[config.mk]
export PLATFORM = sky130hd
export DESIGN_NAME = rob_core
export DESIGN_NICKNAME = d
export VERILOG_FILES = /design/src/source/rob_pkg.sv /design/src/source/rob_core.sv /design/src/source/regfile_wb_fsm.sv /design/src/source/arch_regfile.sv /design/src/source/rob_storage.sv /design/src/source/rob_pointer_counter.sv
export VERILOG_INCLUDE_DIRS = /design/src /design/src/source
export SDC_FILE = /design/constraint.sdc
export NUM_CORES = 2
export LEC_CHECK = 0
export BUFFER_PORTS_ARGS = -buffer_cell sky130_fd_sc_hd__buf_2
export CORE_MARGIN = 4
export CORE_UTILIZATION = 40
export DETAILED_ROUTE_END_ITERATION = 16
export HOLD_SLACK_MARGIN = 0.1
export PLACE_DENSITY = 0.55
export SYNTH_ARGS = -nofsm -noshare
export SYNTH_HDL_FRONTEND = slang
export SYNTH_SLANG_ARGS = --single-unit
[constraint.sdc]
create_clock -name clk -period 10.22 [get_ports clk]
set_input_delay 1.022 -clock clk [delete_from_list [all_inputs] [get_ports clk]]
set_output_delay 1.022 -clock clk [all_outputs]
set_load 0.05 [all_outputs]
[src/source/rob_settings.svh]
//--------------------------------------------------------------------------
// ROB back end sizing
// Depth of the reorder buffer, register count and data width
//--------------------------------------------------------------------------

`ifndef ROB_SETTINGS_SVH
`define ROB_SETTINGS_SVH

// Reorder buffer
`define ROB_DEPTH     16
`define ROB_SLOT_BITS 4

// Architectural register file
`define REG_COUNT     32
`define REG_ADDR_BITS 5

`define DATA_WIDTH    32

`endif
[src/source/rob_pkg.sv]
//--------------------------------------------------------------------------
// ROB back end types
// Width typedefs, lane and port structs, Wishbone FSM states
//--------------------------------------------------------------------------

`include "rob_settings.svh"

package rob_pkg;

  // Plain vectors with a meaning
  typedef logic [`DATA_WIDTH-1:0]    data_word_t;
  typedef logic [`REG_ADDR_BITS-1:0] reg_addr_t;
  typedef logic [`ROB_SLOT_BITS-1:0] rob_slot_t;

  // One extra bit so a full buffer can be told from an empty one
  typedef logic [`ROB_SLOT_BITS:0]   rob_count_t;

  // Allocation request from dispatch
  typedef struct packed {
    logic      valid;
    reg_addr_t dest;
  } dispatch_req_t;

  // Result from one execution lane
  typedef struct packed {
    logic       valid;
    rob_slot_t  slot;
    data_word_t data;
  } fill_lane_t;

  // Register file write from commit
  typedef struct packed {
    logic       wen;
    reg_addr_t  waddr;
    data_word_t data;
  } commit_port_t;

  typedef enum logic [1:0] {
    WB_IDLE,
    WB_ACK,
    WB_HOLD
  } wb_state_t;

endpackage

[src/source/rob_core.sv]
//--------------------------------------------------------------------------
// ROB commit back end
// Reorder buffer, in-order dual commit and register file read over Wishbone
//--------------------------------------------------------------------------

`timescale 1ns/1ps

module rob_core (
  input  logic                   clk,
  input  logic                   reset,
  input  rob_pkg::dispatch_req_t dispatch,
  output logic                   alloc_ready,
  output rob_pkg::rob_slot_t     alloc_tag,
  input  rob_pkg::fill_lane_t    fill_a,
  input  rob_pkg::fill_lane_t    fill_b,
  input  logic                   wb_cyc,
  input  logic                   wb_stb,
  input  rob_pkg::reg_addr_t     wb_adr,
  output logic                   wb_ack,
  output rob_pkg::data_word_t    wb_dat
);
  import rob_pkg::*;

  rob_slot_t    head;
  logic         head_done;
  logic         next_done;
  reg_addr_t    head_dest;
  reg_addr_t    next_dest;
  data_word_t   head_data;
  data_word_t   next_data;
  commit_port_t commit_0;
  commit_port_t commit_1;
  rob_count_t   retire_count;
  logic         alloc_en;
  reg_addr_t    rf_raddr;
  data_word_t   rf_rdata;

  // Glue between counter and storage
  assign alloc_en     = dispatch.valid && alloc_ready;
  assign retire_count = rob_count_t'(commit_0.wen) + rob_count_t'(commit_1.wen);

  rob_pointer_counter u_counter (
    .clk            (clk),
    .reset          (reset),
    .dispatch_valid (dispatch.valid),
    .head_done      (head_done),
    .next_done      (next_done),
    .head_dest      (head_dest),
    .next_dest      (next_dest),
    .head_data      (head_data),
    .next_data      (next_data),
    .head           (head),
    .tail           (alloc_tag),
    .alloc_ready    (alloc_ready),
    .commit_0       (commit_0),
    .commit_1       (commit_1)
  );

  rob_storage u_storage (
    .clk          (clk),
    .reset        (reset),
    .alloc_en     (alloc_en),
    .tail         (alloc_tag),
    .alloc_dest   (dispatch.dest),
    .fill_a       (fill_a),
    .fill_b       (fill_b),
    .head         (head),
    .retire_count (retire_count),
    .head_done    (head_done),
    .next_done    (next_done),
    .head_dest    (head_dest),
    .next_dest    (next_dest),
    .head_data    (head_data),
    .next_data    (next_data)
  );

  arch_regfile u_regfile (
    .clk      (clk),
    .reset    (reset),
    .commit_0 (commit_0),
    .commit_1 (commit_1),
    .raddr    (rf_raddr),
    .rdata    (rf_rdata)
  );

  regfile_wb_fsm u_wb_fsm (
    .clk      (clk),
    .reset    (reset),
    .wb_cyc   (wb_cyc),
    .wb_stb   (wb_stb),
    .wb_adr   (wb_adr),
    .rf_rdata (rf_rdata),
    .rf_raddr (rf_raddr),
    .wb_ack   (wb_ack),
    .wb_dat   (wb_dat)
  );

endmodule

[src/source/regfile_wb_fsm.sv]
//--------------------------------------------------------------------------
// Register file Wishbone read slave
// Classic cycle, one ack per request, waits for strobe release
//--------------------------------------------------------------------------

`timescale 1ns/1ps

module regfile_wb_fsm (
  input  logic                clk,
  input  logic                reset,
  input  logic                wb_cyc,
  input  logic                wb_stb,
  input  rob_pkg::reg_addr_t  wb_adr,
  input  rob_pkg::data_word_t rf_rdata,
  output rob_pkg::reg_addr_t  rf_raddr,
  output logic                wb_ack,
  output rob_pkg::data_word_t wb_dat
);
  import rob_pkg::*;

  wb_state_t state;

  // Read address follows the bus directly
  assign rf_raddr = wb_adr;
  assign wb_ack   = (state == WB_ACK);

  always_ff @(posedge clk) begin
    if (reset) begin
      state <= WB_IDLE;
    end else begin
      case (state)
        WB_IDLE: if (wb_cyc && wb_stb) state <= WB_ACK;
        WB_ACK:  state <= WB_HOLD;
        WB_HOLD: if (!wb_stb) state <= WB_IDLE;
        default: state <= WB_IDLE;
      endcase
    end
  end

  // Capture on the accepting edge, held through the ack cycle
  always_ff @(posedge clk) begin
    if ((state == WB_IDLE) && wb_cyc && wb_stb) begin
      wb_dat <= rf_rdata;
    end
  end

endmodule

[src/source/arch_regfile.sv]
//--------------------------------------------------------------------------
// Architectural register file
// Two ordered commit write ports, one read port, x0 hard-wired to zero
//--------------------------------------------------------------------------

`timescale 1ns/1ps
`include "rob_settings.svh"

module arch_regfile (
  input  logic                  clk,
  input  logic                  reset,
  input  rob_pkg::commit_port_t commit_0,
  input  rob_pkg::commit_port_t commit_1,
  input  rob_pkg::reg_addr_t    raddr,
  output rob_pkg::data_word_t   rdata
);
  import rob_pkg::*;

  data_word_t regs [`REG_COUNT];

  assign rdata = regs[raddr];

  // commit_1 is the younger entry, so its write comes last
  always_ff @(posedge clk) begin
    if (reset) begin
      for (int i = 0; i < `REG_COUNT; i++) begin
        regs[i] <= '0;
      end
    end else begin
      if (commit_0.wen && (commit_0.waddr != '0)) begin
        regs[commit_0.waddr] <= commit_0.data;
      end
      if (commit_1.wen && (commit_1.waddr != '0)) begin
        regs[commit_1.waddr] <= commit_1.data;
      end
    end
  end

endmodule

[src/source/rob_storage.sv]
//--------------------------------------------------------------------------
// ROB slot storage
// Data, destination and done bit per slot, two fill ports, head reads
//--------------------------------------------------------------------------

`timescale 1ns/1ps
`include "rob_settings.svh"

module rob_storage (
  input  logic                clk,
  input  logic                reset,
  input  logic                alloc_en,
  input  rob_pkg::rob_slot_t  tail,
  input  rob_pkg::reg_addr_t  alloc_dest,
  input  rob_pkg::fill_lane_t fill_a,
  input  rob_pkg::fill_lane_t fill_b,
  input  rob_pkg::rob_slot_t  head,
  input  rob_pkg::rob_count_t retire_count,
  output logic                head_done,
  output logic                next_done,
  output rob_pkg::reg_addr_t  head_dest,
  output rob_pkg::reg_addr_t  next_dest,
  output rob_pkg::data_word_t head_data,
  output rob_pkg::data_word_t next_data
);
  import rob_pkg::*;

  data_word_t             slot_data [`ROB_DEPTH];
  reg_addr_t              slot_dest [`ROB_DEPTH];
  logic [`ROB_DEPTH-1:0]  slot_done;
  rob_slot_t              next;

  //--------------------------------------------------------------------------
  // Head reads
  //--------------------------------------------------------------------------

  assign next      = head + rob_slot_t'(1);
  assign head_done = slot_done[head];
  assign next_done = slot_done[next];
  assign head_dest = slot_dest[head];
  assign next_dest = slot_dest[next];
  assign head_data = slot_data[head];
  assign next_data = slot_data[next];

  //--------------------------------------------------------------------------
  // Done bits
  //--------------------------------------------------------------------------

  // Later writes take priority: retire, then allocate, then fill
  always_ff @(posedge clk) begin
    if (reset) begin
      slot_done <= '0;
    end else begin
      if (retire_count != '0) begin
        slot_done[head] <= 1'b0;
      end
      if (retire_count == rob_count_t'(2)) begin
        slot_done[next] <= 1'b0;
      end
      if (alloc_en) begin
        slot_done[tail] <= 1'b0;
      end
      if (fill_a.valid) begin
        slot_done[fill_a.slot] <= 1'b1;
      end
      if (fill_b.valid) begin
        slot_done[fill_b.slot] <= 1'b1;
      end
    end
  end

  // Payload
  always_ff @(posedge clk) begin
    if (alloc_en) begin
      slot_dest[tail] <= alloc_dest;
    end
    if (fill_a.valid) begin
      slot_data[fill_a.slot] <= fill_a.data;
    end
    if (fill_b.valid) begin
      slot_data[fill_b.slot] <= fill_b.data;
    end
  end

endmodule

[src/source/rob_pointer_counter.sv]
//--------------------------------------------------------------------------
// ROB pointer counter
// Head, tail and occupancy, plus the per-cycle retire decision
//--------------------------------------------------------------------------

`timescale 1ns/1ps
`include "rob_settings.svh"

module rob_pointer_counter (
  input  logic                  clk,
  input  logic                  reset,
  input  logic                  dispatch_valid,
  input  logic                  head_done,
  input  logic                  next_done,
  input  rob_pkg::reg_addr_t    head_dest,
  input  rob_pkg::reg_addr_t    next_dest,
  input  rob_pkg::data_word_t   head_data,
  input  rob_pkg::data_word_t   next_data,
  output rob_pkg::rob_slot_t    head,
  output rob_pkg::rob_slot_t    tail,
  output logic                  alloc_ready,
  output rob_pkg::commit_port_t commit_0,
  output rob_pkg::commit_port_t commit_1
);
  import rob_pkg::*;

  rob_count_t count;
  rob_count_t retire_n;
  logic       alloc_fire;
  logic       head_ok;
  logic       pair_ok;

  // Back-pressure once every slot is taken
  assign alloc_ready = (count != rob_count_t'(`ROB_DEPTH));
  assign alloc_fire  = dispatch_valid && alloc_ready;

  // Only occupied entries may retire, stale done bits are ignored
  assign head_ok = (count != '0) && head_done;
  assign pair_ok = head_ok && (count > rob_count_t'(1)) && next_done;

  always_comb begin
    retire_n       = pair_ok ? rob_count_t'(2) : (head_ok ? rob_count_t'(1) : '0);
    commit_0.wen   = head_ok;
    commit_0.waddr = head_dest;
    commit_0.data  = head_data;
    commit_1.wen   = pair_ok;
    commit_1.waddr = next_dest;
    commit_1.data  = next_data;
  end

  always_ff @(posedge clk) begin
    if (reset) begin
      head  <= '0;
      tail  <= '0;
      count <= '0;
    end else begin
      if (alloc_fire) begin
        tail <= tail + rob_slot_t'(1);
      end
      // Pointers wrap on their own width
      head  <= head + rob_slot_t'(retire_n);
      count <= count + rob_count_t'(alloc_fire) - retire_n;
    end
  end

endmodule

==> impl_metrics.yaml <==
final_layout:
  syn2layout_area_growth_pct: 10.5
  seqCellArea_mm2: 0.0501
  layout-drive-gt1-share: 0.351
  fill_cells: 20800
  multiInputGateArea_mm2: 0.0419
  fin_nets: 6170
  utilization: 0.446
setup_path:
  rr_worst_depth: 11
  crit_slowest_cell: "dfxtp_4"
  cp.required_ns: 10.78
  cp_max_fo: 53
  worstPathBufferInverterCount: 5
  r2r_start: "u_counter.head[0]$_SDFF_PP0_"
  r2r-end: "u_regfile.regs[10][20]$_DFFE_PP_"
  crit_path_start_kind: "register"
  critical_path_arrival_ns: 6.92
  path_common_cell: "buf_4"
  crit_chain: "buf_4, buf_4, nor2b_1, a22oi_1, and3_1, nor2_1, or4b_4, buf_4, buf_4, o211ai_1, buf_4"
  cp-end-kind: "register"
  cp_top_family: "buffers and inverters"
  ff2ff_setup_slack_ns: 3.86
  crit_type: "register to register"
  critPathMaxStageDelay_ns: 0.78
detailed_routing:
  ant_nets: 0
  avgViaCountPerCell: 6.21
  wl_per_cell_um: 33.3
  drcViolationCount: 0
  met3_length_um: 25100
  wl_met2_um: 147000
  wirelength_um: 312000
  dr_total_vias: 58100
  top_layer: "met5"
  drtPass1Iterations: 5
  first_iter_violations: 7171
  met1Wirelength_um: 132000
timing:
  fmax_ghz: 0.157
  setup-violations-final: 0
  slew_headroom: 0.250
  finalMaxSlewViolations: 0
  final_hold_viol_count: 0
  worstMarginPinSlew_ns: 1.12
  worst_hold_slack_ns: 0.511
  period_share: 0.622
  period_needed_ns: 6.36
  fin_skew_ns: 0.0349
  tns_ns: 0
  rsz0062_at_grt: "false"
synth:
  yosys_register_bits: 1679
  synth_area_mm2: 0.0942
  avgSynthCellArea_um2: 15.1
  yosysSeqAreaShare: 0.532
  synth_cell_types: 68
  synth_edf_count: 1648
  synth_flop_cell: "edfxtp_1"
  synthArstFlopShare: 0
  syn_inst: 6227
  yosys_warnings: 0
power:
  seq_power_share: 0.422
  p_int_w: 0.0130
  switching_share: 0.310
  combinationalPowerShare: 0.220
  clockPowerShare: 0.357
  ir_worst_vdd_uv: 140
  leakagePower_nw: 35.5
  netSwitchingPower_w: 0.00587
  power_density_mw_per_mm2: 182
clocking:
  clockBufferDepth: 3
  cts-resized-gates: 0
  h-tree-depth: 4
  insertion_delay_ns: 0.85
  clock_sinks: 1679
  cts_tree: "yes"
  cts_hold_buf: 0
  cts_root_buf: "clkbuf_16"
  cts_buffers: 192
  clk_pin_slew_ns: 0.06
  postCtsSetupBuffers: 0
global_route:
  grt_pass1_wl_um: 444000
  grt_max_degree: 134
  antenna_found_initial: 57
  track_usage: 0.252
  grt_overflow: 0
  grt_pass1_vias: 59100
floorplanning:
  die_area_mm2: 0.243
  start_util: 0.404
  die_w_um: 493
  dieHeight_um: 493
  pin_count: 127
  core-area_mm2: 0.233
  rows: 177
job:
  cap_violations: 0
hold_path:
  holdPathEnd: "u_wb_fsm.state[1]$_SDFFE_PP0P_"
  hold_path_startpoint: "u_wb_fsm.state[1]$_SDFFE_PP0P_"
  hold_depth: 2
  hold_path.class: "register to register"
placement:
  dp_hpwl_um: 180000
  routabilityCongestion: 0.804
  port_buffers: 126
run_status:
  outcome: "complete, no violations"
cell families (layout without fill, tap and decap cells):
family	after synthesis	count (layout)	synth area share
AO/OA/AOI/OAI	110	110	0.00861
AND/OR/NAND/NOR	1470	1470	0.0682
flip-flops	1679	1679	0.532
other	1	55	0.0000398
XOR/XNOR	8	8	0.000824
multiplexers	2238	2238	0.355
buffers and inverters	700	652	0.0328
adder cells (fa/ha/maj)	21	21	0.00295
metrics by stage:
| step | power [W] | worst slack, ns | cells | area (um^2) |
|---|---|---|---|---|
| 6_report | 0.0189 | 3.86 | 9365 | 104000 |
| 5_1_grt | 0.0196 | 3.43 | 9343 | 104000 |
| 4_1_cts | 0.0190 | 3.86 | 9342 | 104000 |
| 3_5_place_dp | 0.0123 | 3.86 | 8998 | 98000 |
| 3_3_place_gp | 0.0122 | 3.94 | 8998 | 98000 |
| 2_1_floorplan | 0.0107 | 3.42 | 6258 | 94300 |
cell usage after synthesis (all sizes together), types with 2 or more instances:
cell type	count	area share
and2	5	0.00033
nand3	108	0.0057
or2	142	0.0094
a2111oi	4	0.00037
buf	227	0.014
or4	2	0.00016
a211oi	2	0.00016
a31oi	11	0.00073
o22ai	12	0.00080
mux2	1538	0.19
ha	19	0.0025
o21ai	7	0.00037
xnor2	4	0.00045
mux4	694	0.17
or3	6	0.00040
edfxtp	1648	0.53
nor3	5	0.00027
or4b	4	0.00043
o211ai	15	0.0012
a222oi	2	0.00021
a21o	2	0.00016
nand2	25	0.0010
o311ai	3	0.00028
o2111ai	2	0.00019
nand2b	53	0.0035
a22o	4	0.00037
a21oi	11	0.00058
inv	32	0.0013
mux2i	6	0.00064
xor2	4	0.00037
fa	2	0.00043
dfxtp	31	0.0066
nor3b	2	0.00021
o21a	7	0.00056
nand4	33	0.0022
clkbuf	440	0.018
o221ai	21	0.0020
nand3b	7	0.00082
nor2b	11	0.00073
nor2	1061	0.042
layer usage:
metal,up-vias,track usage
li1,23800,-
met1,31100,0.358
met2,2621,0.399
met3,519,0.0480
met4,40,0.0659
met5,-,0
layout by cell type (no fill, tap or decap), types with 32 or more instances in the layout:
cell	instances
conb_1	32
nand2b_1	41
nor2_1	1035
clkinv_1	51
mux2_4	106
nand4_1	33
or2_1	85
clkbuf_1	36
clkbuf_16	197
buf_4	141
mux4_2	693
mux2_1	737
or2_2	57
buf_2	121
nand3_1	108
mux2_2	695
edfxtp_1	1648
sequential cells by signal (all words and copies together), names as in the netlist:
signal               flops
u_counter.tail           4
u_storage.slot_done     16
u_counter.head           4
u_regfile.regs        1024
u_storage.slot_data    512
u_storage.slot_dest     80
u_counter.count          5
u_wb_fsm.state           2
u_wb_fsm.wb_dat         32
worst max-delay path by stage:
| stage | from | end | cells past startpoint |
|---|---|---|---|
| detailed placement | u_counter.head[0]$_SDFF_PP0_ | u_regfile.regs[10][14]$_DFFE_PP_ | 11 |
| floorplan | u_counter.head[0]$_SDFF_PP0_ | u_regfile.regs[3][0]$_DFFE_PP_ | 9 |
| global route | u_counter.head[0]$_SDFF_PP0_ | u_regfile.regs[10][23]$_DFFE_PP_ | 11 |
| CTS | u_counter.head[0]$_SDFF_PP0_ | u_regfile.regs[10][23]$_DFFE_PP_ | 11 |
| finish | u_counter.head[0]$_SDFF_PP0_ | u_regfile.regs[10][20]$_DFFE_PP_ | 11 |
| global placement | u_counter.head[0]$_SDFF_PP0_ | u_regfile.regs[1][13]$_DFFE_PP_ | 8 |
worst register-to-register path, delay by kind of cell (launching register included):
| family | cells | cell delay (ns) |
|---|---|---|
| buffers and inverters | 5 | 3.31 |
| flip-flops | 1 | 0.78 |
| AND/OR/NAND/NOR | 4 | 1.65 |
| AO/OA/AOI/OAI | 2 | 0.35 |
power groups by stage:
stage                     Sequential, W  Combinational, W  Clock (W)
after floorplan                 0.00811           0.00261          0
after global placement          0.00812           0.00411          0
after detailed placement        0.00813           0.00413          0
after CTS                       0.00799           0.00414    0.00688
after global routing            0.00801           0.00437    0.00718
final                           0.00799           0.00417    0.00676
area by class of cell:
class,count,area share
sequential,1679,0.482
multi-input combinational,3879,0.403
clock buffer,233,0.0487
tap,3132,0.0377
timing repair buffer,275,0.0183
clock inverter,111,0.00896
inverter,33,0.00119
antenna,23,0.000553
Note: power is estimated with default switching activity, not from simulation.
